File: config.mk
export PLATFORM = sky130hd
export DESIGN_NAME = icache_tag_store_flat
export DESIGN_NICKNAME = d
export VERILOG_FILES = /design/src/icache_pkg.sv /design/src/icache_array_if.sv /design/src/icache_tag_store.sv /design/src/flat_wrapper.sv
export SDC_FILE = /design/constraint.sdc
export NUM_CORES = 2
export LEC_CHECK = 0
export BUFFER_PORTS_ARGS = -buffer_cell sky130_fd_sc_hd__buf_2
export CORE_MARGIN = 1
export CORE_UTILIZATION = 57
export CTS_CLUSTER_DIAMETER = 30
export CTS_CLUSTER_SIZE = 8
export DETAILED_ROUTE_END_ITERATION = 8
export PLACE_DENSITY_LB_ADDON = 0.3
export SYNTH_ARGS = -nofsm -noshare
export SYNTH_HDL_FRONTEND = slang
export SYNTH_SLANG_ARGS = --single-unit
File: constraint.sdc
create_clock -name clk_i -period 3.1 [get_ports clk_i]
set_clock_uncertainty 0.2 [all_clocks]
set_input_delay 0.31 -clock clk_i [delete_from_list [all_inputs] [get_ports clk_i]]
set_output_delay 0.31 -clock clk_i [all_outputs]
set_load 0.02 [all_outputs]
File: src/icache_pkg.sv
// instruction cache package with widths, vector types, message and state encodings
`default_nettype none

package icache_pkg;

  ////////////////////
  // widths
  ////////////////////

  // physical fetch address
  localparam int unsigned ADDR_WIDTH = 32;
  // one refill line, 16 bytes
  localparam int unsigned LINE_WIDTH = 128;
  // one instruction word
  localparam int unsigned FETCH_WIDTH = 32;
  // byte offset bits within a line
  localparam int unsigned OFFSET_WIDTH = 4;

  // default geometry, overridden from the top level
  localparam int unsigned DEFAULT_NUM_WAYS = 4;
  localparam int unsigned DEFAULT_NUM_SETS = 16;

  ////////////////////
  // types
  ////////////////////

  typedef logic [ADDR_WIDTH-1:0]  addr_t;
  typedef logic [LINE_WIDTH-1:0]  line_t;
  typedef logic [FETCH_WIDTH-1:0] word_t;

  // kind of message on the return port
  typedef enum logic {
    RTN_IFILL,
    RTN_INV
  } rtn_type_e;

  // fetch controller states
  typedef enum logic [2:0] {
    FLUSH,
    IDLE,
    READ,
    MISS,
    WAIT_FILL
  } fetch_state_e;

endpackage

`default_nettype wire
File: src/icache_array_if.sv
// array access interface between the fetch controller and the tag and data stores
`timescale 1ns/1ps
`default_nettype none

interface icache_array_if #(
  parameter int unsigned NUM_WAYS = icache_pkg::DEFAULT_NUM_WAYS,
  parameter int unsigned NUM_SETS = icache_pkg::DEFAULT_NUM_SETS
);
  import icache_pkg::*;

  localparam int unsigned IDX_W = $clog2(NUM_SETS);
  localparam int unsigned WAY_W = $clog2(NUM_WAYS);
  localparam int unsigned TAG_W = ADDR_WIDTH - IDX_W - OFFSET_WIDTH;

  // set access, shared by both stores
  logic [IDX_W-1:0]     index;
  logic                 rden;
  logic                 wren;
  // latched fetch tag, compared and written
  logic [TAG_W-1:0]     wtag;
  logic                 flush_en;

  // lookup results, valid the cycle after rden
  logic [NUM_WAYS-1:0]  hit;
  logic [NUM_WAYS-1:0]  repl_oh;
  logic [WAY_W-1:0]     repl_idx;
  logic                 flush_done;
  word_t [NUM_WAYS-1:0] way_words;

  modport ctrl (
    output index, rden, wren, wtag, flush_en,
    input  hit, repl_oh, repl_idx, flush_done, way_words
  );

  modport tag (
    input  index, rden, wren, wtag, flush_en,
    output hit, repl_oh, repl_idx, flush_done
  );

  modport data (
    input  index, rden, wren, repl_oh,
    output way_words
  );

endinterface

`default_nettype wire

File: src/icache_tag_store.sv
// tag and valid arrays with hit compare, flush sweep, invalidation and way replacement
`timescale 1ns/1ps
`default_nettype none

module icache_tag_store #(
  parameter int unsigned NUM_WAYS = icache_pkg::DEFAULT_NUM_WAYS,
  parameter int unsigned NUM_SETS = icache_pkg::DEFAULT_NUM_SETS
) (
  input  logic                        clk_i,
  input  logic                        rst_ni,
  icache_array_if.tag                 arr,
  input  logic                        inv_en_i,
  input  logic [$clog2(NUM_SETS)-1:0] inv_idx_i,
  input  logic [$clog2(NUM_WAYS)-1:0] inv_way_i,
  input  logic                        inv_all_i
);
  import icache_pkg::*;

  localparam int unsigned IDX_W = $clog2(NUM_SETS);
  localparam int unsigned WAY_W = $clog2(NUM_WAYS);
  localparam int unsigned TAG_W = ADDR_WIDTH - IDX_W - OFFSET_WIDTH;

  typedef logic [TAG_W-1:0] tag_t;

  tag_t                tag_mem [NUM_SETS][NUM_WAYS];
  logic [NUM_WAYS-1:0] vld_mem [NUM_SETS];

  // registered read-out of one set
  tag_t [NUM_WAYS-1:0] tag_rd;
  logic [NUM_WAYS-1:0] vld_rd;
  logic [NUM_WAYS-1:0] hit;

  logic [IDX_W-1:0]    arr_addr;
  logic [IDX_W-1:0]    flush_cnt_q;
  logic [WAY_W-1:0]    inv_way;
  logic [WAY_W-1:0]    rnd_way;
  logic                all_valid;
  logic [7:0]          lfsr_q;

  ////////////////////
  // sweep and lfsr
  ////////////////////

  always_ff @(posedge clk_i or negedge rst_ni) begin
    if (!rst_ni) begin
      flush_cnt_q <= '0;
      lfsr_q      <= 8'hff;
    end else begin
      // one set per cycle, wraps to zero at the end of the sweep
      if (arr.flush_en) begin
        flush_cnt_q <= arr.flush_done ? '0 : flush_cnt_q + 1'b1;
      end
      // taps 8,6,5,4
      if (arr.wren) begin
        lfsr_q <= {lfsr_q[6:0], lfsr_q[7] ^ lfsr_q[5] ^ lfsr_q[4] ^ lfsr_q[3]};
      end
    end
  end

  assign arr.flush_done = (flush_cnt_q == IDX_W'(NUM_SETS - 1));

  // flush wins over invalidation, invalidation over lookup
  assign arr_addr = arr.flush_en ? flush_cnt_q :
                    inv_en_i     ? inv_idx_i   :
                                   arr.index;

  ////////////////////
  // arrays
  ////////////////////

  always_ff @(posedge clk_i) begin
    if (arr.flush_en) begin
      vld_mem[arr_addr] <= '0;
    end else if (inv_en_i) begin
      if (inv_all_i) begin
        vld_mem[arr_addr] <= '0;
      end else begin
        vld_mem[arr_addr][inv_way_i] <= 1'b0;
      end
    end else if (arr.wren) begin
      // fill goes into the way chosen at lookup
      vld_mem[arr_addr][arr.repl_idx] <= 1'b1;
      tag_mem[arr_addr][arr.repl_idx] <= arr.wtag;
    end
  end

  always_ff @(posedge clk_i) begin
    if (arr.rden) begin
      for (int w = 0; w < NUM_WAYS; w++) begin
        tag_rd[w] <= tag_mem[arr_addr][w];
      end
    end
  end

  // valid read-out starts cleared so replacement is defined before a lookup
  always_ff @(posedge clk_i or negedge rst_ni) begin
    if (!rst_ni) begin
      vld_rd <= '0;
    end else if (arr.rden) begin
      vld_rd <= vld_mem[arr_addr];
    end
  end

  ////////////////////
  // compare and replacement
  ////////////////////

  always_comb begin
    for (int w = 0; w < NUM_WAYS; w++) begin
      hit[w] = vld_rd[w] & (tag_rd[w] == arr.wtag);
    end
  end

  assign arr.hit = hit;

  // lowest invalid way
  always_comb begin
    inv_way = '0;
    for (int w = NUM_WAYS - 1; w >= 0; w--) begin
      if (!vld_rd[w]) begin
        inv_way = WAY_W'(w);
      end
    end
  end

  assign all_valid    = &vld_rd;
  assign rnd_way      = lfsr_q[WAY_W-1:0];
  assign arr.repl_idx = all_valid ? rnd_way : inv_way;
  assign arr.repl_oh  = NUM_WAYS'(1) << arr.repl_idx;

  // a tag is resident in at most one way of a set
  hit_onehot_a : assert property (@(posedge clk_i) disable iff (!rst_ni)
    arr.rden |=> $onehot0(arr.hit))
    else $error("tag store: more than one way hits");

  // fill and invalidation share the return port
  fill_vs_inv_a : assert property (@(posedge clk_i) disable iff (!rst_ni)
    !(arr.wren && inv_en_i))
    else $error("tag store: fill and invalidation in one cycle");

endmodule

`default_nettype wire

File: src/flat_wrapper.sv
// flat-port wrapper written by rule: the top's interface ports become plain ports
module icache_tag_store_flat import icache_pkg::*;
#(
  parameter int unsigned NUM_WAYS = icache_pkg::DEFAULT_NUM_WAYS,
  parameter int unsigned NUM_SETS = icache_pkg::DEFAULT_NUM_SETS
)
  (clk_i, rst_ni, inv_en_i, inv_idx_i, inv_way_i, inv_all_i, arr_index, arr_rden, arr_wren, arr_wtag, arr_flush_en, arr_hit, arr_repl_oh, arr_repl_idx, arr_flush_done);
  icache_array_if #(.NUM_WAYS(NUM_WAYS), .NUM_SETS(NUM_SETS)) arr_i ();
  input  logic clk_i;
  input  logic rst_ni;
  input  logic inv_en_i;
  input  logic [$clog2(NUM_SETS)-1:0] inv_idx_i;
  input  logic [$clog2(NUM_WAYS)-1:0] inv_way_i;
  input  logic inv_all_i;
  input wire logic [$bits(arr_i.index)-1:0] arr_index;
  input wire logic [$bits(arr_i.rden)-1:0] arr_rden;
  input wire logic [$bits(arr_i.wren)-1:0] arr_wren;
  input wire logic [$bits(arr_i.wtag)-1:0] arr_wtag;
  input wire logic [$bits(arr_i.flush_en)-1:0] arr_flush_en;
  output wire logic [$bits(arr_i.hit)-1:0] arr_hit;
  output wire logic [$bits(arr_i.repl_oh)-1:0] arr_repl_oh;
  output wire logic [$bits(arr_i.repl_idx)-1:0] arr_repl_idx;
  output wire logic [$bits(arr_i.flush_done)-1:0] arr_flush_done;
  assign arr_i.index = arr_index;
  assign arr_i.rden = arr_rden;
  assign arr_i.wren = arr_wren;
  assign arr_i.wtag = arr_wtag;
  assign arr_i.flush_en = arr_flush_en;
  assign arr_hit = arr_i.hit;
  assign arr_repl_oh = arr_i.repl_oh;
  assign arr_repl_idx = arr_i.repl_idx;
  assign arr_flush_done = arr_i.flush_done;
  icache_tag_store #(.NUM_WAYS(NUM_WAYS), .NUM_SETS(NUM_SETS)) u_core (.clk_i(clk_i), .rst_ni(rst_ni), .arr(arr_i), .inv_en_i(inv_en_i), .inv_idx_i(inv_idx_i), .inv_way_i(inv_way_i), .inv_all_i(inv_all_i));
endmodule
[Yosys cells after proc, flatten, opt, wreduce, memory -nomap -nowiden]
Memory sizes are Yosys's and may differ from the RTL's. A register that Yosys moved wholly into a read port is not among the register bits.
Cells that the tools add are included.
Word-level totals
  logic and storage cells: 77
  memories kept: 2
  bits in latches: 0
  memory bits (read-only): 0
  memory bits (writable): 1600
  bits in registers: 12
  input bits: 41
Cells by class
  reductions and logical operators: 5
  bitwise gates (word level): 17
  add/subtract/negate cells: 1
  order comparisons: 6
  div/mod/pow operators: 0
  shifts and indexed selects: 1
  multiply operators: 0
  equal/unequal tests: 5
  muxes and demuxes: 38
Memory list
  u_core.tag_mem: depth 16, width 96, read ports 1, clocked after Yosys merged registers in 1, write ports 1, RTL line icache_tag_store.sv:25  | tag_t tag_mem [NUM_SETS][NUM_WAYS];
  u_core.vld_mem: depth 16, width 4, read ports 1, clocked after Yosys merged registers in 1, write ports 1, RTL line icache_tag_store.sv:26  | logic [NUM_WAYS-1:0] vld_mem [NUM_SETS];
Operators with widths (number)
  == test 24 bit: 4
  2-to-1 mux 96 bit: 1
  demux 24 bit (select 2 bit): 1
  2-to-1 mux 24 bit: 1
  2-to-1 mux 4 bit: 6
  2-to-1 mux 1 bit: 22
  2-to-1 mux 2 bit: 5
  bitwise OR 1 bit: 9
  less-than comparator 2 x 3 -> 1 bit, second input constant: 2
  adder 4 x 1 -> 4 bit, second input constant: 1
  AND 1 bit: 4
  demux 1 bit (select 2 bit): 2
  == test 4 bit, second input constant: 1
  >= comparator 2 x 1 -> 1 bit, second input constant: 2
  AND reduction 4 bit: 1
  << shifter 1 x 2 -> 4 bit, first input constant: 1
  >= comparator 3 bit, second input constant: 1
  logical AND 1 bit: 3
  less-than comparator 3 x 1 -> 1 bit, second input constant: 1
  NOT 2 -> 3 bit: 1
  XOR 1 bit: 3
  logical NOT 1 bit: 1

[Depth between registers and ports, before layout]
  depth after elaboration: 11
  gate-level depth with buffers: 11

[Least setup slack after synthesis]
No wires, ideal clock.
  path type: input to register
  start point: input inv_en_i
  end point: memory u_core.tag_mem[8][0] (netlist bit) (enable)
  cell stages on the path: 10
  setup time: 405 ps
  path buffers: 5
  data arrival time: 2976 ps
  slack: -481 ps
  path through: buf_4 mux2_4 o21a_1 buf_2 buf_6 buf_4 buf_2 nor2_1 nand2_1 nor2_1
Between the ends
  cells in the longest elaborated chain, start to end: 3
  elaborated cells on any way between the ends: 5
  those cells by class: mux (5)
RTL lines
  start, declared: RTL line flat_wrapper.sv:11  | input logic inv_en_i;
  2-to-1 mux 1 bit: RTL line icache_tag_store.sv:74  | end else if (inv_en_i) begin
  2-to-1 mux 1 bit: RTL line icache_tag_store.sv:72  | if (arr.flush_en) begin
  2-to-1 mux 96 bit (not written as such): RTL line icache_tag_store.sv:83  | tag_mem[arr_addr][arr.repl_idx] <= arr.wtag;
  end, declared: RTL line icache_tag_store.sv:25
Parallel ways exist; a longest one is shown, timed or not.

[Worst setup path after layout]
  start point: input arr_wtag[17]
  end point: output arr_hit[3]
Between the ends
  cells in the longest elaborated chain, start to end: 2
RTL lines
  start, declared: RTL line flat_wrapper.sv:18  | input wire logic [$bits(arr_i.wtag)-1:0] arr_wtag;
  == test 24 bit: RTL line icache_tag_store.sv:110  | hit[w] = vld_rd[w] & (tag_rd[w] == arr.wtag);
  AND 1 bit: RTL line icache_tag_store.sv:110
  end, declared: RTL line flat_wrapper.sv:20  | output wire logic [$bits(arr_i.hit)-1:0] arr_hit;
Every way passes these cells.

==> flow_metrics.tcl <==
set metrics [dict create \
    timing.rr.start "u_core.vld_rd[3]" \
    placedCellCount 4669 \
    m1WireLength_um 64000 \
    die_width_um 340 \
    power.combinational.fraction 0.126 \
    cts_buffer_depth 4 \
    cts-buffers-inserted 313 \
    number_of_antenna_violations_at_the_first_check_in_global_routing 5 \
    die_height_um 340 \
    critical_path_required_ps 2590 \
    final_nets 3579 \
    layout.filler_cells 6040 \
    critical_path_class "in -> out" \
    cts.reportedPaths.clkPinSlew_ps 50 \
    grt_start_max_net_pins 69 \
    route.vias.total 35294 \
    slowest_delay_ps 540 \
    avgSynthCellArea_um2 21.8 \
    failing_checks "negative setup slack" \
    final_hold_viol_count 0 \
    dp.final_hpwl_um 89500 \
    worst-r2r-cell-count 9 \
    synthesis.instances 2985 \
    synth_area_leaders "edfxtp_1 (78%), mux4_2 (13%), a22oi_1 (2.2%), nand2_1 (0.89%), nor2_1 (0.82%)" \
    syn_to_final_growth_pct 23.4 \
    post_detailed_placement_cell_area_mm2 0.0705 \
    first_global_vias 37048 \
    synth.net_count 3027 \
    power.density_cell_area_mw_per_mm2 816 \
    finalSetupViolations 2 \
    worst-r2r-setup-slack_ps 110 \
    power_frac_clock 0.467 \
    layout.cells.most_common "edfxtp_1" \
    detail_route.wl_per_cell_um 34.8 \
    rows 123 \
    top_layer_used "met5" \
    critPathCaptureType "primary output" \
    crit_path_max_fanout 4 \
    grt_first_pass_wirelength_um 260000 \
    post-synth-top-area-cell "edfxtp_1" \
    postLayoutCellArea_mm2 0.0805 \
    buffer_ports.inserted 51 \
    final.min_clock_period_ps 3140 \
    slew_violations 0 \
    dieArea_mm2 0.116 \
    unrepaired_setup_endpoints_after_global_routing "true" \
    layoutNonFillerInstCount 5204 \
    ys_warn_count 0 \
    synth.yosys.seq_area_share 0.787 \
    yosysUniqueCellTypes 46 \
    fin_total_pwr_mw 65.7 \
    hold-path-endpoint "u_core.tag_mem[4][76]" \
    layout-drive-gt1-share 0.336 \
    antenna_nets_post_route 0 \
    drt_wl_total_um 181000 \
    crit_start_category "input port" \
    first_iter_violations 5198 \
    worstMarginPinSlew_ps 1140 \
    final_critical_path_setup_slack_ps -42.8 \
    ir_worst_vdd_mv 0.564 \
    timing.setup.tns_ps -77.9 \
    number_of_maximum_capacitance_constraint_violations 0 \
    final_cell_mix "edfxtp_1 (1696), mux4_2 (384), clkbuf_16 (317)" \
    top_level_ports 52 \
    critical_path.cell_chain "dlygate4sd3_1, clkbuf_4, buf_4, xnor2_1, nand4_1, nor4_4, buf_4, buf_6" \
    clock-root-buffer "clkbuf_16" \
    worstReg2RegEnd "u_core.vld_mem[11][3]" \
    first_pass_iters 8 \
    timing.hold.worst.class "in -> reg" \
    cts_num_sinks 1712 \
    total_leakage_power_nw 26.6 \
    postSynthRegisterBits 1712 \
    crit_path_frequent_cell "buf_4" \
    via_per_inst 6.78 \
    final.period_utilization 1.01 \
    min_delay_path_depth 2 \
    clock_latency_ps 890 \
    sw_frac 0.242 \
    internal_power_mw 49.8 \
    synthFlopType "edfxtp_1" \
    slew_headroom 0.239 \
    grt-ovfl-total 0 \
    h_tree_depth_reported_by_cts 5 \
    asyncSetResetFlopFracSynth 0.00935 \
    clock_tree_from_tritoncts "yes" \
    synth_top_area_frac 0.781 \
    seq_power_share 0.407 \
    synth_enable_flop_cells 1696 \
    synth.cell_area_mm2 0.0652 \
    arrival_ps 2630 \
    route.met3.wl_um 22900 \
    timing.hold.worst.start "arr_wtag[4]" \
    finalWeightedCongestion 0.890 \
    placement.setup.worst_slack_ps -97.1 \
    post-route-drc-count 0 \
    routed-wl-met2_um 86800 \
    core_mm2 0.113 \
    floorplan.initialDensity 0.577 \
    switching_power_mw 15.9 \
    worst_path_max_delay_cell "dlygate4sd3_1" \
    grt.total_usage 0.317 \
    outcome "complete, but fails checks" \
    fmax_ghz 0.318 \
]
[worst max-delay path by stage]
| stage | start | end | slack (ps) | cells after the start |
|---|---|---|---|---|
| floorplan | inv_en_i | u_core.tag_mem[10][24] | -370 | 7 |
| finish | arr_wtag[17] | arr_hit[3] | -40 | 8 |
| global route | u_core.tag_rd[71] | arr_hit[2] | -90 | 6 |
| detailed placement | inv_en_i | u_core.tag_rd[28] | -100 | 8 |
| global placement | inv_en_i | u_core.tag_rd[28] | -80 | 8 |
| CTS | u_core.tag_rd[95] | arr_hit[3] | -130 | 7 |
[cell usage after synthesis (all sizes together) (4+ instances only)]
| cell | instances |
|---|---|
| edfxtp | 1696 |
| mux4 | 384 |
| a22oi | 192 |
| nand2 | 155 |
| nor2 | 142 |
| clkbuf | 80 |
| buf | 70 |
| xor2 | 60 |
| xnor2 | 40 |
| nand3 | 21 |
| nor4 | 19 |
| mux2i | 15 |
| a21oi | 12 |
| nand4 | 11 |
| mux2 | 9 |
| o21ai | 9 |
| dfrtp | 8 |
| dfstp | 8 |
| nor3 | 6 |
| o21a | 6 |
| inv | 5 |
| a211oi | 4 |
| a31oi | 4 |
[metal layers]
metal | vias up | GRT usage
met2 | 2857 | 0.494
met3 | 482 | 0.0885
met5 | - | 0
met1 | 18333 | 0.426
met4 | 2 | 0.135
li1 | 13620 | -
[per-stage QoR]
stage	hold WS, ps	utilization
after floorplan	-186	-
after global placement	17.9	0.624
after detailed placement	35.2	0.624
after CTS	2.63	0.712
after global routing	1.72	0.713
final	8.76	0.713
[worst max-delay path, delay by kind of cell]
family | cells | cell delay (ps)
simple gates | 2 | 620
buf+inv | 5 | 1300
xor+xnor | 1 | 410
[flip-flops by register name, indices dropped and copies added, names as in the netlist]
name	count
u_core.flush_cnt_q	4
u_core.lfsr_q	8
u_core.tag_mem	1536
u_core.tag_rd	96
u_core.vld_mem	64
u_core.vld_rd	4
[cell families (layout without fill, tap and decap cells)]
| kind of cell | after synthesis | in the layout | share of synthesized area |
|---|---|---|---|
| multiplexers | 408 | 408 | 0.137 |
| AO/OA/AOI/OAI | 244 | 244 | 0.0274 |
| adder cells (fa/ha/maj) | 1 | 1 | 0.000192 |
| flip-flops | 1712 | 1712 | 0.787 |
| buffers and inverters | 155 | 873 | 0.0122 |
| XOR/XNOR | 100 | 100 | 0.0134 |
| other | 0 | 1 | 0 |
| AND/OR/NAND/NOR | 365 | 365 | 0.0232 |
[timing repair]
item | 4_1_cts | 5_1_grt
endpoints found under the setup margin | 6 | 11
endpoints found under the hold margin | 860 | 0
buffers inserted | 3 | 3
hold buffers | 47 | 0
resized for setup | 21 | 20
pin swaps | 7 | 8
[power by group through the flow]
| stage | combinational, mW | sequential, mW | clock, mW |
|---|---|---|---|
| 4_1_cts | 8.15 | 26.7 | 30.8 |
| 5_1_grt | 8.64 | 26.8 | 31.8 |
| 3_5_place_dp | 7.74 | 27.1 | 0 |
| 3_3_place_gp | 7.54 | 27.1 | 0 |
| 6_report | 8.28 | 26.7 | 30.7 |
| 2_1_floorplan | 4.72 | 27.0 | 0 |
[cell type report]
cell class | count | area (um2) | share of cell area
tap | 1500 | 1880 | 0.0233
antenna | 1 | 2.50 | 0.0000311
inverter | 5 | 18.8 | 0.000233
timing repair buffer | 387 | 4410 | 0.0548
sequential | 1712 | 51300 | 0.638
clock inverter | 122 | 1170 | 0.0145
clock buffer | 359 | 8090 | 0.101
multi-input combinational | 1118 | 13600 | 0.169
Power figures use the tool's default switching activity.
