==> config.mk <==
export PLATFORM = sky130hd
export DESIGN_NAME = icache_fetch_ctrl_flat
export DESIGN_NICKNAME = d
export VERILOG_FILES = /design/src/icache_pkg.sv /design/src/icache_array_if.sv /design/src/icache_fetch_ctrl.sv /design/src/flat_wrapper.sv
export SDC_FILE = /design/constraint.sdc
export NUM_CORES = 1
export LEC_CHECK = 0
export ABC_CLOCK_PERIOD_IN_PS = 5700
export BUFFER_PORTS_ARGS = -buffer_cell sky130_fd_sc_hd__buf_2
export CAP_MARGIN = 15
export CORE_AREA = 2 2 162 164
export CTS_CLUSTER_DIAMETER = 30
export DETAILED_ROUTE_END_ITERATION = 12
export DIE_AREA = 0 0 164 166
export PLACE_DENSITY = 0.47
export SLEW_MARGIN = 20
export SYNTH_ARGS = -nofsm -noshare
export SYNTH_HDL_FRONTEND = slang
export SYNTH_SLANG_ARGS = --single-unit
==> constraint.sdc <==
create_clock -name clk_i -period 5.7 [get_ports clk_i]
set_input_delay 1.14 -clock clk_i [delete_from_list [all_inputs] [get_ports clk_i]]
set_output_delay 1.14 -clock clk_i [all_outputs]
set_load 0.01 [all_outputs]
==> src/icache_pkg.sv <==
// instruction cache package with widths, vector types, message and state encodings
`default_nettype none

package icache_pkg;

  ////////////////////
  // widths
  ////////////////////

  // physical fetch address
  localparam int unsigned ADDR_WIDTH = 32;
  // one refill line, 16 bytes
  localparam int unsigned LINE_WIDTH = 128;
  // one instruction word
  localparam int unsigned FETCH_WIDTH = 32;
  // byte offset bits within a line
  localparam int unsigned OFFSET_WIDTH = 4;

  // default geometry, overridden from the top level
  localparam int unsigned DEFAULT_NUM_WAYS = 4;
  localparam int unsigned DEFAULT_NUM_SETS = 16;

  ////////////////////
  // types
  ////////////////////

  typedef logic [ADDR_WIDTH-1:0]  addr_t;
  typedef logic [LINE_WIDTH-1:0]  line_t;
  typedef logic [FETCH_WIDTH-1:0] word_t;

  // kind of message on the return port
  typedef enum logic {
    RTN_IFILL,
    RTN_INV
  } rtn_type_e;

  // fetch controller states
  typedef enum logic [2:0] {
    FLUSH,
    IDLE,
    READ,
    MISS,
    WAIT_FILL
  } fetch_state_e;

endpackage

`default_nettype wire
==> src/icache_array_if.sv <==
// array access interface between the fetch controller and the tag and data stores
`timescale 1ns/1ps
`default_nettype none

interface icache_array_if #(
  parameter int unsigned NUM_WAYS = icache_pkg::DEFAULT_NUM_WAYS,
  parameter int unsigned NUM_SETS = icache_pkg::DEFAULT_NUM_SETS
);
  import icache_pkg::*;

  localparam int unsigned IDX_W = $clog2(NUM_SETS);
  localparam int unsigned WAY_W = $clog2(NUM_WAYS);
  localparam int unsigned TAG_W = ADDR_WIDTH - IDX_W - OFFSET_WIDTH;

  // set access, shared by both stores
  logic [IDX_W-1:0]     index;
  logic                 rden;
  logic                 wren;
  // latched fetch tag, compared and written
  logic [TAG_W-1:0]     wtag;
  logic                 flush_en;

  // lookup results, valid the cycle after rden
  logic [NUM_WAYS-1:0]  hit;
  logic [NUM_WAYS-1:0]  repl_oh;
  logic [WAY_W-1:0]     repl_idx;
  logic                 flush_done;
  word_t [NUM_WAYS-1:0] way_words;

  modport ctrl (
    output index, rden, wren, wtag, flush_en,
    input  hit, repl_oh, repl_idx, flush_done, way_words
  );

  modport tag (
    input  index, rden, wren, wtag, flush_en,
    output hit, repl_oh, repl_idx, flush_done
  );

  modport data (
    input  index, rden, wren, repl_oh,
    output way_words
  );

endinterface

`default_nettype wire

==> src/icache_fetch_ctrl.sv <==
// fetch controller with the lookup fsm, refill request and output word selection
`timescale 1ns/1ps
`default_nettype none

module icache_fetch_ctrl #(
  parameter int unsigned NUM_WAYS = icache_pkg::DEFAULT_NUM_WAYS,
  parameter int unsigned NUM_SETS = icache_pkg::DEFAULT_NUM_SETS
) (
  input  logic                                clk_i,
  input  logic                                rst_ni,
  icache_array_if.ctrl                        arr,
  input  logic                                en_i,
  input  logic                                flush_i,
  // fetch port
  input  logic                                req_i,
  input  icache_pkg::addr_t                   addr_i,
  output logic                                ready_o,
  output logic                                valid_o,
  output icache_pkg::word_t                   data_o,
  // refill request
  output logic                                mem_req_o,
  output icache_pkg::addr_t                   mem_addr_o,
  output logic                                mem_nc_o,
  output logic [$clog2(NUM_WAYS)-1:0]         mem_way_o,
  input  logic                                mem_ack_i,
  // return port
  input  logic                                mem_rtrn_vld_i,
  input  icache_pkg::rtn_type_e               mem_rtrn_type_i,
  input  icache_pkg::line_t                   mem_rtrn_data_i,
  output logic                                inv_en_o,
  output logic [icache_pkg::OFFSET_WIDTH-3:0] offset_o,
  // status
  output logic                                miss_o,
  output logic                                busy_o
);
  import icache_pkg::*;

  localparam int unsigned IDX_W  = $clog2(NUM_SETS);
  localparam int unsigned TAG_W  = ADDR_WIDTH - IDX_W - OFFSET_WIDTH;
  localparam int unsigned WORD_W = OFFSET_WIDTH - 2;

  fetch_state_e state_d, state_q;
  logic         flush_d, flush_q;
  logic         en_d, en_q;
  logic         nc_d, nc_q;
  addr_t        addr_q;

  logic              accept;
  logic              inv_en;
  logic              fill;
  logic              hit_ok;
  logic              nc_rd;
  logic              rden;
  logic              wren;
  logic              flush_en;
  logic [WORD_W-1:0] offset_q;
  addr_t             line_addr;
  addr_t             word_addr;
  word_t             hit_word;
  word_t             fill_word;

  ////////////////////
  // return port decode
  ////////////////////

  assign inv_en   = mem_rtrn_vld_i && (mem_rtrn_type_i == RTN_INV);
  assign fill     = mem_rtrn_vld_i && (mem_rtrn_type_i == RTN_IFILL);
  assign inv_en_o = inv_en;

  // address split
  assign accept    = ready_o & req_i;
  assign offset_q  = addr_q[OFFSET_WIDTH-1:2];
  assign offset_o  = offset_q;
  assign arr.index = accept ? addr_i[OFFSET_WIDTH +: IDX_W] : addr_q[OFFSET_WIDTH +: IDX_W];
  assign arr.wtag  = addr_q[ADDR_WIDTH-1 -: TAG_W];

  // bypass when disabled, or when an invalidation may have made the read stale
  assign nc_rd  = ~en_q | inv_en;
  assign hit_ok = (|arr.hit) & en_q & ~inv_en;

  ////////////////////
  // fsm
  ////////////////////

  always_comb begin
    state_d   = state_q;
    // disabling takes effect at once, enabling only through a sweep
    en_d      = en_q & en_i;
    flush_d   = flush_q | flush_i;
    nc_d      = nc_q;
    ready_o   = 1'b0;
    valid_o   = 1'b0;
    mem_req_o = 1'b0;
    miss_o    = 1'b0;
    rden      = 1'b0;
    wren      = 1'b0;
    flush_en  = 1'b0;

    unique case (state_q)
      // clear every valid bit, one set per cycle
      FLUSH: begin
        flush_en = 1'b1;
        if (arr.flush_done) begin
          state_d = IDLE;
          flush_d = 1'b0;
          en_d    = en_i;
        end
      end
      IDLE: begin
        if (flush_d || (en_i && !en_q)) begin
          state_d = FLUSH;
        end else begin
          // no lookup while an invalidation writes the valid bits
          ready_o = ~mem_rtrn_vld_i;
        end
      end
      // compare cycle
      READ: begin
        if (hit_ok) begin
          valid_o = 1'b1;
          state_d = IDLE;
          // back-to-back hits
          ready_o = ~mem_rtrn_vld_i & ~flush_d;
        end else begin
          mem_req_o = 1'b1;
          nc_d      = nc_rd;
          state_d   = MISS;
          if (mem_ack_i) begin
            miss_o  = ~nc_rd;
            state_d = WAIT_FILL;
          end
        end
      end
      // hold the request until acked
      MISS: begin
        mem_req_o = 1'b1;
        if (mem_ack_i) begin
          miss_o  = ~nc_q;
          state_d = WAIT_FILL;
        end
      end
      // the fill must be consumed, a pending flush waits for it
      WAIT_FILL: begin
        if (fill) begin
          valid_o = 1'b1;
          wren    = ~nc_q;
          state_d = IDLE;
        end
      end
      default: begin
        state_d = FLUSH;
      end
    endcase

    if (ready_o && req_i) begin
      rden    = 1'b1;
      state_d = READ;
    end
  end

  assign arr.rden     = rden;
  assign arr.wren     = wren;
  assign arr.flush_en = flush_en;
  assign busy_o       = (state_q != IDLE);

  ////////////////////
  // refill request
  ////////////////////

  assign line_addr  = {addr_q[ADDR_WIDTH-1:OFFSET_WIDTH], {OFFSET_WIDTH{1'b0}}};
  assign word_addr  = {addr_q[ADDR_WIDTH-1:2], 2'b00};
  assign mem_nc_o   = (state_q == READ) ? nc_rd : nc_q;
  assign mem_addr_o = mem_nc_o ? word_addr : line_addr;
  assign mem_way_o  = arr.repl_idx;

  // output word, and-or over the one-hot hit vector
  always_comb begin
    hit_word = '0;
    for (int w = 0; w < NUM_WAYS; w++) begin
      hit_word = hit_word | ({FETCH_WIDTH{arr.hit[w]}} & arr.way_words[w]);
    end
  end

  assign fill_word = mem_rtrn_data_i[offset_q*FETCH_WIDTH +: FETCH_WIDTH];
  assign data_o    = (state_q == READ) ? hit_word : fill_word;

  ////////////////////
  // registers
  ////////////////////

  always_ff @(posedge clk_i or negedge rst_ni) begin
    if (!rst_ni) begin
      state_q <= FLUSH;
      flush_q <= 1'b0;
      en_q    <= 1'b0;
      nc_q    <= 1'b0;
    end else begin
      state_q <= state_d;
      flush_q <= flush_d;
      en_q    <= en_d;
      nc_q    <= nc_d;
    end
  end

  always_ff @(posedge clk_i) begin
    if (accept) begin
      addr_q <= addr_i;
    end
  end

  legal_state_a : assert property (@(posedge clk_i) disable iff (!rst_ni)
    state_q inside {FLUSH, IDLE, READ, MISS, WAIT_FILL})
    else $error("fetch ctrl: illegal state");

  req_stable_a : assert property (@(posedge clk_i) disable iff (!rst_ni)
    (mem_req_o && !mem_ack_i) |=> (mem_req_o && $stable(mem_addr_o)))
    else $error("fetch ctrl: refill request dropped or changed before ack");

endmodule

`default_nettype wire

==> src/flat_wrapper.sv <==
// flat-port wrapper written by rule: the top's interface ports become plain ports
module icache_fetch_ctrl_flat import icache_pkg::*;
#(
  parameter int unsigned NUM_WAYS = icache_pkg::DEFAULT_NUM_WAYS,
  parameter int unsigned NUM_SETS = icache_pkg::DEFAULT_NUM_SETS
)
  (clk_i, rst_ni, en_i, flush_i, req_i, addr_i, ready_o, valid_o, data_o, mem_req_o, mem_addr_o, mem_nc_o, mem_way_o, mem_ack_i, mem_rtrn_vld_i, mem_rtrn_type_i, mem_rtrn_data_i, inv_en_o, offset_o, miss_o, busy_o, arr_index, arr_rden, arr_wren, arr_wtag, arr_flush_en, arr_hit, arr_repl_oh, arr_repl_idx, arr_flush_done, arr_way_words);
  icache_array_if #(.NUM_WAYS(NUM_WAYS), .NUM_SETS(NUM_SETS)) arr_i ();
  input  logic clk_i;
  input  logic rst_ni;
  input  logic en_i;
  input  logic flush_i;
  input  logic req_i;
  input  icache_pkg::addr_t addr_i;
  output logic ready_o;
  output logic valid_o;
  output icache_pkg::word_t data_o;
  output logic mem_req_o;
  output icache_pkg::addr_t mem_addr_o;
  output logic mem_nc_o;
  output logic [$clog2(NUM_WAYS)-1:0] mem_way_o;
  input  logic mem_ack_i;
  input  logic mem_rtrn_vld_i;
  input  icache_pkg::rtn_type_e mem_rtrn_type_i;
  input  icache_pkg::line_t mem_rtrn_data_i;
  output logic inv_en_o;
  output logic [icache_pkg::OFFSET_WIDTH-3:0] offset_o;
  output logic miss_o;
  output logic busy_o;
  output wire logic [$bits(arr_i.index)-1:0] arr_index;
  output wire logic [$bits(arr_i.rden)-1:0] arr_rden;
  output wire logic [$bits(arr_i.wren)-1:0] arr_wren;
  output wire logic [$bits(arr_i.wtag)-1:0] arr_wtag;
  output wire logic [$bits(arr_i.flush_en)-1:0] arr_flush_en;
  input wire logic [$bits(arr_i.hit)-1:0] arr_hit;
  input wire logic [$bits(arr_i.repl_oh)-1:0] arr_repl_oh;
  input wire logic [$bits(arr_i.repl_idx)-1:0] arr_repl_idx;
  input wire logic [$bits(arr_i.flush_done)-1:0] arr_flush_done;
  input wire logic [$bits(arr_i.way_words)-1:0] arr_way_words;
  assign arr_index = arr_i.index;
  assign arr_rden = arr_i.rden;
  assign arr_wren = arr_i.wren;
  assign arr_wtag = arr_i.wtag;
  assign arr_flush_en = arr_i.flush_en;
  assign arr_i.hit = arr_hit;
  assign arr_i.repl_oh = arr_repl_oh;
  assign arr_i.repl_idx = arr_repl_idx;
  assign arr_i.flush_done = arr_flush_done;
  assign arr_i.way_words = arr_way_words;
  icache_fetch_ctrl #(.NUM_WAYS(NUM_WAYS), .NUM_SETS(NUM_SETS)) u_core (.clk_i(clk_i), .rst_ni(rst_ni), .arr(arr_i), .en_i(en_i), .flush_i(flush_i), .req_i(req_i), .addr_i(addr_i), .ready_o(ready_o), .valid_o(valid_o), .data_o(data_o), .mem_req_o(mem_req_o), .mem_addr_o(mem_addr_o), .mem_nc_o(mem_nc_o), .mem_way_o(mem_way_o), .mem_ack_i(mem_ack_i), .mem_rtrn_vld_i(mem_rtrn_vld_i), .mem_rtrn_type_i(mem_rtrn_type_i), .mem_rtrn_data_i(mem_rtrn_data_i), .inv_en_o(inv_en_o), .offset_o(offset_o), .miss_o(miss_o), .busy_o(busy_o));
endmodule
======== After elaboration in Yosys (flattened, before gate mapping) ========
Cells that the tools add are included.
cells by class
  equal/unequal tests ..................... 9
  shift-type cells ........................ 1
  mux-type cells .......................... 32
  bitwise logic cells ..................... 22
  reductions and logical operators ........ 10
operators with widths
  kind                                                    count
  bitwise AND 32 bit                                      4
  indexed part select 128 x 8 -> 32 bit                   1
  bitwise OR 32 bit                                       3
  2-to-1 mux 32 bit                                       1
  2-to-1 mux 3 bit                                        7
  2-to-1 mux 1 bit                                        17
  one-hot mux 3 bit (5 select lines)                      1
  inequality test 3 x 1 -> 1 bit (second input constant)  3
  2-to-1 mux 4 bit                                        2
  inverter 1 bit                                          8
  one-hot mux 1 bit (2 select lines)                      4
  equality test 3 x 2 -> 1 bit (second input constant)    2
  inequality test 3 x 2 -> 1 bit (second input constant)  2
  bitwise AND 1 bit                                       5
  logical AND 1 bit                                       4
  AND reduction 4 bit                                     1
  OR reduction 4 bit                                      1
  equality test 3 x 1 -> 1 bit (second input constant)    1
  equality test 3 bit (second input constant)             1
  logical NOT 3 bit                                       1
  bitwise OR 1 bit                                        2
  AND reduction 2 bit                                     1
  logical NOT 1 bit                                       1
  logical OR 1 bit                                        1
word-level totals
  register bits ........................... 38
  bits of input ports ..................... 307
  logic and storage cells ................. 79

======== Longest topological paths before layout ========
Gate-level depths: netlist of the first run.
  word-level depth ........................ 8
  mapped depth ............................ 7
  depth with buffers taken out ............ 4

======== Worst setup path before layout of the first run ========
Ideal clock, no wire load.
  kind .................................... input to output
  start ................................... input port arr_hit[0]
  end ..................................... output port arr_index[0]
  arrival time ............................ 2.480 ns
  data required time ...................... 4.560 ns
  slack ................................... 2.080 ns
  cell stages on the path ................. 6
  path buffers ............................ 2
  cells stage by stage .................... clkbuf_1 > nor4_4 > nor4_4 > o211a_1 > buf_6 > mux2_4
between the ends
  longest elaborated chain between the ends .. 7
ends and longest elaborated chain
  item                                line                      text
  from (decl)                         flat_wrapper.sv:35        input wire logic [$bits(arr_i.hit)-1:0] arr_hit;
  OR reduction 4 bit                  icache_fetch_ctrl.sv:79   assign hit_ok = (|arr.hit) & en_q & ~inv_en;
  bitwise AND 1 bit (2 in a row)      icache_fetch_ctrl.sv:79
  2-to-1 mux 1 bit                    icache_fetch_ctrl.sv:119  if (hit_ok) begin
  one-hot mux 1 bit (2 select lines)  icache_fetch_ctrl.sv:99   unique case (state_q)
  bitwise AND 1 bit                   icache_fetch_ctrl.sv:71   assign accept = ready_o & req_i;
  2-to-1 mux 4 bit                    icache_fetch_ctrl.sv:74   assign arr.index = accept ? addr_i[OFFSET_WIDTH +: IDX_W] : addr_q[OFFSET_WIDTH +: IDX_W];
  to (decl)                           flat_wrapper.sv:30        output wire logic [$bits(arr_i.index)-1:0] arr_index;
Every way passes these cells.

======== Final worst setup path of the first run ========
  start ................................... input port arr_hit[0]
  end ..................................... output port arr_index[3]
Same word-level chain as after synthesis.

==> summary.txt, run 1 <==
======================================================================================================
Post-route DRC ..........................................................................            0
Worst hold path class ................................................................... flop to flop
Portion of total power attributed to combinational logic ................................        34.9%
Number of primary I/O pins ..............................................................          413
Clock transition at the register clock pins on the worst setup and hold paths after CTS .        60 ps
Clock network latency to the later pin of the worst-skew pair ...........................       280 ps
Synthesized flop and latch total ........................................................           36
Clock tree from TritonCTS ...............................................................          yes
Met1 routed wirelength after detailed routing ...........................................      6860 um
1st-pass router iterations ..............................................................            5
Transition time at the pin with the least slew margin ...................................       860 ps
Drt total wl ............................................................................    17,500 um
Element type at the critical path end ................................................... primary output
Number of buffer cells added on primary ports ...........................................          400
Number of unique standard cell types used by synthesis ..................................           38
WS Path Type ............................................................................ input pin to primary output
Number of DRC violations after detailed-routing iteration 0 .............................          253
WP data arrival .........................................................................      3010 ps
Cell Rows ...............................................................................           59
Hold path start ......................................................................... u_core.flush_q$_DFF_PN0_
Design Power ............................................................................       911 uW
Clock root buffer ....................................................................... sky130_fd_sc_hd__clkbuf_16
Shortest clock period the worst path allows after layout ................................      4150 ps
Number of global-route vias before repair ...............................................        3,993
Max Fclk ................................................................................    0.241 GHz
Sequential fraction of design power .....................................................        35.0%
Highest routing layer actually used .....................................................         met5
Prevailing post-synth register cell ..................................................... sky130_fd_sc_hd__edfxtp_1
Share of flip-flops with an asynchronous set or reset after synthesis ...................        16.7%
R2r worst-path depth ....................................................................            4
Max Fanout on Critical Path .............................................................           19
Average vias per placed instance ........................................................         4.20
Hold-fix buffers at CTS .................................................................            0
Buffers from clock root to sink, at most ................................................            2
Overall Global Routing Usage ............................................................        11.9%
Util after Layout .......................................................................        21.9%
PD cells ................................................................................  162 nW/um^2
Antenna violations before repair ........................................................            1
Kind of start point of the critical path ................................................    input pin
Total area of multi-input combinational cells ...........................................   1900 sq um
Summed negative setup slack over all endpoints ..........................................         0 ps
Share of post-route cells with drive strength above 1 ...................................        68.9%
Synth Cell Area .........................................................................   3320 sq um
Hold Path Cell Cnt ......................................................................            2
Required @ worst endpoint ...............................................................      4560 ps
Top post-synthesis cells by count ....................................................... 64 x sky130_fd_sc_hd__a22oi_1, 38 x sky130_fd_sc_hd__nor2_1, 32 x sky130_fd_sc_hd__a31oi_1, 32 x sky130_fd_sc_hd__mux4_2, 30 x sky130_fd_sc_hd__edfxtp_1
R2R Path Start .......................................................................... u_core.state_q[0]$_DFFE_PN0P_
Status .................................................................................. finished, final reports clean
Total of warnings raised by yosys .......................................................            0
Register area share after synthesis .....................................................        31.6%
First element of the critical path ......................................................   arr_hit[0]
Cell type with the highest aggregate area in the netlist ................................ sky130_fd_sc_hd__edfxtp_1
Number of buffers added for setup after CTS .............................................            0
Most frequently used cell type in the post-synthesis netlist ............................ sky130_fd_sc_hd__a22oi_1
Layout Nets .............................................................................          969
Remaining Overflow, GRT .................................................................            0
Number of enable-type register cells in the synthesized netlist .........................           30
Number of nets with antenna violations after detailed routing ...........................            0
Setup repair after global routing missed its margin .....................................           no
P_leak ..................................................................................      2.67 nW
Worst relative slew slack ...............................................................        42.7%
Synth-to-layout area growth .............................................................        69.1%
Proportion of total power due to net switching ..........................................        31.1%
Layout Skew .............................................................................      7.96 ps
Horizontal extent of the die ............................................................       164 um
Power share of the clock group ..........................................................        30.1%
Met3 WL post-DR .........................................................................      1640 um
HPWL after detailed placement ...........................................................    14,700 um
Max Cap Violations ......................................................................            0
Number of endpoints with negative hold slack in the final report ........................            0
Post-synthesis cell count ...............................................................          309
Total Die Area .......................................................................... 27,200 sq um
Net switching power figure ..............................................................       283 uW
P_int ...................................................................................       628 uW
Cells resized by post-CTS repair ........................................................            0
Average size of a mapped cell ...........................................................   10.8 sq um
Yosys top cell area share ...............................................................        27.1%
Worst-case setup margin in the final layout .............................................      1550 ps
Filler Cells Inserted ...................................................................        2,868
Non-Filler Cell Area, Final .............................................................   5620 sq um
CTS sink cnt ............................................................................           36
Via count ...............................................................................        4,191
Placer congestion estimate ..............................................................        0.830
Initial cell density of the core ........................................................        13.0%
CTS HTree Levels ........................................................................            2
Seq. cell area ..........................................................................   1050 sq um
Die Y ...................................................................................       166 um
Post-place instance area ................................................................   5470 sq um
Top cells by area in the synthesized netlist ............................................ sky130_fd_sc_hd__edfxtp_1 27%, sky130_fd_sc_hd__mux4_2 22%, sky130_fd_sc_hd__a22oi_1 14%, sky130_fd_sc_hd__buf_4 6.5%, sky130_fd_sc_hd__a31oi_1 6.0%
IR Drop Worst-Case VDD ..................................................................     0.135 mV
Final period utilization ................................................................        72.8%
Area of the core ........................................................................ 25,600 sq um
TritonCTS buffer count ..................................................................            5
N_diodes ................................................................................            0
Dpl ws ..................................................................................      1410 ps
Routed length per placed instance .......................................................      17.6 um
Largest net degree at the start of global routing .......................................           41
First-pass GRT wire length ..............................................................    24,100 um
Number of max-slew violations in the final report .......................................            0
Total met2 wirelength after detailed routing ............................................      8800 um
Final number of setup-violating endpoints ...............................................            0
======================================================================================================
-- worst max-delay path, stage by stage --
cell and delay, ps:
sky130_fd_sc_hd__buf_2 130, sky130_fd_sc_hd__nor4_4 550, sky130_fd_sc_hd__nor4_4 70, sky130_fd_sc_hd__o211a_1 530
sky130_fd_sc_hd__mux2_4 420, sky130_fd_sc_hd__buf_2 140
-- power groups by stage --
stage          Combinational [mW]  Sequential [mW]  Clock [mW]
6_report                    0.318            0.319       0.274
5_1_grt                     0.346            0.321       0.295
4_1_cts                     0.321            0.319       0.287
3_5_place_dp                0.321            0.324           0
3_3_place_gp                0.318            0.324           0
2_1_floorplan               0.164            0.310           0
-- flip-flops by register name (all words and copies together) (netlist names) --
register and flops:
u_core.flush_q 1, u_core.state_q 3, u_core.nc_q 1, u_core.en_q 1
u_core.addr_q 30
-- placed cells by master, fill, tap and decap left out, drive strengths merged, types with 2 or more instances in the layout --
master	count
buf	408
a22oi	64
nor2	38
mux4	32
a31oi	32
edfxtp	30
dfrtp	6
clkbuf	5
mux2	5
nand2b	4
inv	3
o21a	3
nor3	3
nor4	3
a21oi	2
nor2b	2
nand2	2
a21o	2
conb	2
clkinvlp	2
or3b	2
-- path summary, 6_finish.rpt --
| kind | endpoint | slack (ps) |
|---|---|---|
| hold / removal | u_core.flush_q$_DFF_PN0_ | 560 |
| hold reg to reg | u_core.flush_q$_DFF_PN0_ | 560 |
| setup / recovery | arr_index[3] | 1550 |
| min in group asynchronous | u_core.flush_q$_DFF_PN0_ | 670 |
| setup reg to reg | u_core.addr_q[13]$_DFFE_PN_ | 3010 |
| max in group asynchronous | u_core.nc_q$_DFFE_PN0P_ | 4890 |
-- cells by family (layout without fill, tap and decap cells) --
family,Yosys count,count (layout),share of synthesized area (%)
DFF,36,36,31.6
other,1,2,0.113
buffers and inverters,66,419,11.4
AOI/OAI and AO/OA,110,110,23.7
and+or+nand+nor,58,58,9.07
xor gates and xnor gates,1,1,0.264
muxes,37,37,23.8
-- final cells by class --
| cell class | count | area share, % |
|---|---|---|
| Inverter | 3 | 0.200 |
| Clock buffer | 5 | 2.23 |
| Timing Repair Buffer | 408 | 37.1 |
| Sequential cell | 36 | 18.7 |
| Multi-Input combinational cell | 208 | 33.9 |
| Tap cell | 335 | 7.46 |
| Clock inverter | 3 | 0.423 |
-- layer usage --
| metal | vias to the layer above | track usage (%) |
|---|---|---|
| li1 | 1928 | - |
| met1 | 1979 | 14.4 |
| met2 | 270 | 21.7 |
| met3 | 12 | 2.00 |
| met4 | 2 | 2.82 |
| met5 | - | 0 |
-- through the flow --
| stage | hold slack, ps | instances |
|---|---|---|
| final | 555 | 998 |
| after global placement | 514 | 990 |
| after floorplan | 469 | 310 |
| after CTS | 537 | 998 |
| after detailed placement | 522 | 990 |
| after global routing | 566 | 998 |
Note: power is estimated with default switching activity, not from simulation.
==> run 2, diff against run 1 <==
Settings changed: ABC_CLOCK_PERIOD_IN_PS 5700 to 3600, CORE_AREA 2 2 162 164 to 2 2 163 165, DIE_AREA 0 0 164 166 to 0 0 165 167, PLACE_DENSITY 0.47 to 0.48.
Clock period 5.7 ns to 3.6 ns, I/O delays scaled along.
==> run 2 against run 1 <==
Compared with the run above:
- first-iteration DRC count shrank 5.9%
- critical path depth shrank 1
- routed wire length grew 3.6%
- clock-buffer cell count is the same
- clock power grew 81%
- sequential cell count is the same
- global-route usage shrank 0.13 points
- cell count grew 0.40%
- non-clock buffer count grew 4
- register-to-register slack lost 1900 ps
- critical endpoint unchanged
- largest cell class unchanged
- largest power group is now combinational logic
==> summary.txt, run 2 (synthesis results as in run 1) <==
======================================================================================================
Largest registers ....................................................................... u_core.addr_q x30, u_core.state_q x3   unchanged
Drt total wl ............................................................................    18,200 um   was 17,500 um
Number of buffers and inverters on the critical path ....................................            1   was 2
Final period utilization ................................................................        91.7%
Largest net degree at the start of global routing .......................................           66   was 41
Number of primary I/O pins ..............................................................          413   unchanged
Synth-to-layout area growth .............................................................        70.9%   was 69.1%
IR Drop Worst-Case VDD ..................................................................     0.239 mV   was 0.135 mV
Worst hold path class ................................................................... input pin to asynchronous set/reset pin   was flop to flop
Setup repair after global routing missed its margin .....................................           no   unchanged
Status .................................................................................. finished, final reports clean   unchanged
Layout Skew .............................................................................      6.38 ps   was 7.96 ps
Share of post-route cells with drive strength above 1 ...................................        69.1%   was 68.9%
Number of DRC violations after detailed-routing iteration 0 .............................          238   was 253
Flip-flop count of the largest register, all copies and words added .....................           30   unchanged
PD cells ................................................................................  266 nW/um^2   was 162 nW/um^2
Area of the core ........................................................................ 25,800 sq um   was 25,600 sq um
Transition time at the pin with the least slew margin ...................................       557 ps   was 860 ps
Element type at the critical path end ................................................... primary output   unchanged
Layout Nets .............................................................................          973   was 969
1st-pass router iterations ..............................................................            4   was 5
Initial cell density of the core ........................................................        12.9%   was 13.0%
Maximum cell stage delay along the critical path ........................................       540 ps   was 550 ps
Buffers from clock root to sink, at most ................................................            2   unchanged
Post-route DRC ..........................................................................            0   unchanged
Clock root buffer ....................................................................... sky130_fd_sc_hd__clkbuf_16   unchanged
Number of buffers added for setup after CTS .............................................            0   unchanged
Leading cell type in the layout, fill and taps excluded ................................. sky130_fd_sc_hd__buf_2   unchanged
Cell Rows ...............................................................................           59   unchanged
CTS HTree Levels ........................................................................            2   unchanged
Total Die Area .......................................................................... 27,600 sq um   was 27,200 sq um
Number of global-route vias before repair ...............................................        3,933   was 3,993
Hold-fix buffers at CTS .................................................................            0   unchanged
P_leak ..................................................................................      2.71 nW   was 2.67 nW
Dpl ws ..................................................................................       470 ps   was 1410 ps
First-pass GRT wire length ..............................................................    23,800 um   was 24,100 um
Max Fclk ................................................................................    0.303 GHz
Number of endpoints with negative hold slack in the final report ........................            0   unchanged
Placer congestion estimate ..............................................................        0.816   was 0.830
WS Path Type ............................................................................ flop to primary output   was input pin to primary output
Number of buffer cells added on primary ports ...........................................          400   unchanged
Leading cell types in the layout, fill and taps excluded ................................ 400 x sky130_fd_sc_hd__buf_2, 64 x sky130_fd_sc_hd__a22oi_1, 37 x sky130_fd_sc_hd__nor2_1   unchanged
Highest-delay cell along the critical path .............................................. sky130_fd_sc_hd__o211a_1   was sky130_fd_sc_hd__nor4_4
Number of max-slew violations in the final report .......................................            0   unchanged
Number of instances in the placed design ................................................          994   was 990
WP data arrival .........................................................................      2580 ps   was 3010 ps
Antenna violations before repair ........................................................            1   unchanged
Worst-case hold slack ...................................................................       254 ps   was 555 ps
Clock tree from TritonCTS ...............................................................          yes   unchanged
HPWL after detailed placement ...........................................................    15,200 um   was 14,700 um
Max Cap Violations ......................................................................            0   unchanged
Cells resized by post-CTS repair ........................................................            0   unchanged
Util after Layout .......................................................................        22.1%   was 21.9%
Final number of setup-violating endpoints ...............................................            0   unchanged
CTS sink cnt ............................................................................           36   unchanged
Max Fanout on Critical Path .............................................................           12   was 19
Critical Path, Cell by Cell ............................................................. or3b_4 > nor4_4 > o211a_1 > mux2_4 > buf_2   was buf_2 > nor4_4 > nor4_4 > o211a_1 > mux2_4 > buf_2
Worst relative slew slack ...............................................................        62.9%   was 42.7%
Via count ...............................................................................        4,231   was 4,191
Required @ worst endpoint ...............................................................      2880 ps   was 4560 ps
First element of the critical path ...................................................... u_core.state_q[0]$_DFFE_PN0P_   was arr_hit[0]
Post-Layout Cell Count ..................................................................        1,002   was 998
Die Y ...................................................................................       167 um   was 166 um
R2R Path Start .......................................................................... u_core.state_q[0]$_DFFE_PN0P_   unchanged
N_diodes ................................................................................            0   unchanged
Clock network latency to the later pin of the worst-skew pair ...........................       280 ps   about the same
Filler Cells Inserted ...................................................................        2,881   was 2,868
Overall Global Routing Usage ............................................................        11.8%   was 11.9%
Average vias per placed instance ........................................................         4.22   was 4.20
Number of nets with antenna violations after detailed routing ...........................            0   unchanged
Kind of start point of the critical path ................................................         flop   was input pin
Horizontal extent of the die ............................................................       165 um   was 164 um
Summed negative setup slack over all endpoints ..........................................         0 ps   unchanged
Family with the most delay on the worst path ............................................ simple AND/OR/NAND/NOR gates   unchanged
Remaining Overflow, GRT .................................................................            0   unchanged
Shortest clock period the worst path allows after layout ................................      3300 ps
Clock transition at the register clock pins on the worst setup and hold paths after CTS .        60 ps   about the same
Worst-case setup margin in the final layout .............................................       300 ps   was 1550 ps
TritonCTS buffer count ..................................................................            5   unchanged
Largest Register ........................................................................ u_core.addr_q   unchanged
Routed length per placed instance .......................................................      18.1 um   was 17.6 um
======================================================================================================
run 2: cell types whose count changed in the layout (fill, tap and decap cells not counted), sizes merged:
cell / change
buf: +4
bufinv: +1
clkinvlp: -1
run 2: area by class of cell:
class | count | area [sq um] | share of cell area [%]
Timing Repair Buffer | 412 | 2130 | 37.5
Multi-Input combinational cell | 208 | 1900 | 33.5
Sequential cell | 36 | 1050 | 18.5
Tap cell | 335 | 419 | 7.38
Clock buffer | 5 | 125 | 2.20
Clock inverter | 3 | 42.5 | 0.749
Inverter | 3 | 11.3 | 0.198
run 2: layer usage:
layer  wire [um]  vias up  share of wire (%)  track usage [%]
li1            -     1935                  -                -
met4         376        0                2.1             2.99
met2        9180      299                 50             21.8
met3        1820       22                 10             2.14
met1        6810     1975                 37             13.7
met5           0        -                  0                0
run 2: power breakdown:
part / internal, mW / switching [mW]
Clock: 0.325 / 0.172
Sequential: 0.472 / 0.0309
Combinational: 0.266 / 0.245
Total: 1.06 / 0.448
run 2: final timing paths:
kind | to | slack (ps) | depth (start not counted)
setup / recovery | arr_index[3] | 300 | 5
hold / removal | u_core.flush_q$_DFF_PN0_ | 250 | 1
setup reg to reg | u_core.addr_q[2]$_DFFE_PN_ | 1120 | 4
hold reg to reg | u_core.flush_q$_DFF_PN0_ | 510 | 2
max in group asynchronous | u_core.state_q[1]$_DFFE_PN0P_ | 3200 | 1
min in group clk_i | u_core.flush_q$_DFF_PN0_ | 510 | 2
run 2: through the flow:
step	instance area (sq um)	power, mW
3_5_place_dp	5520	1.03
3_3_place_gp	5520	1.02
5_1_grt	5680	1.59
4_1_cts	5680	1.54
2_1_floorplan	3330	0.751
6_report	5680	1.51
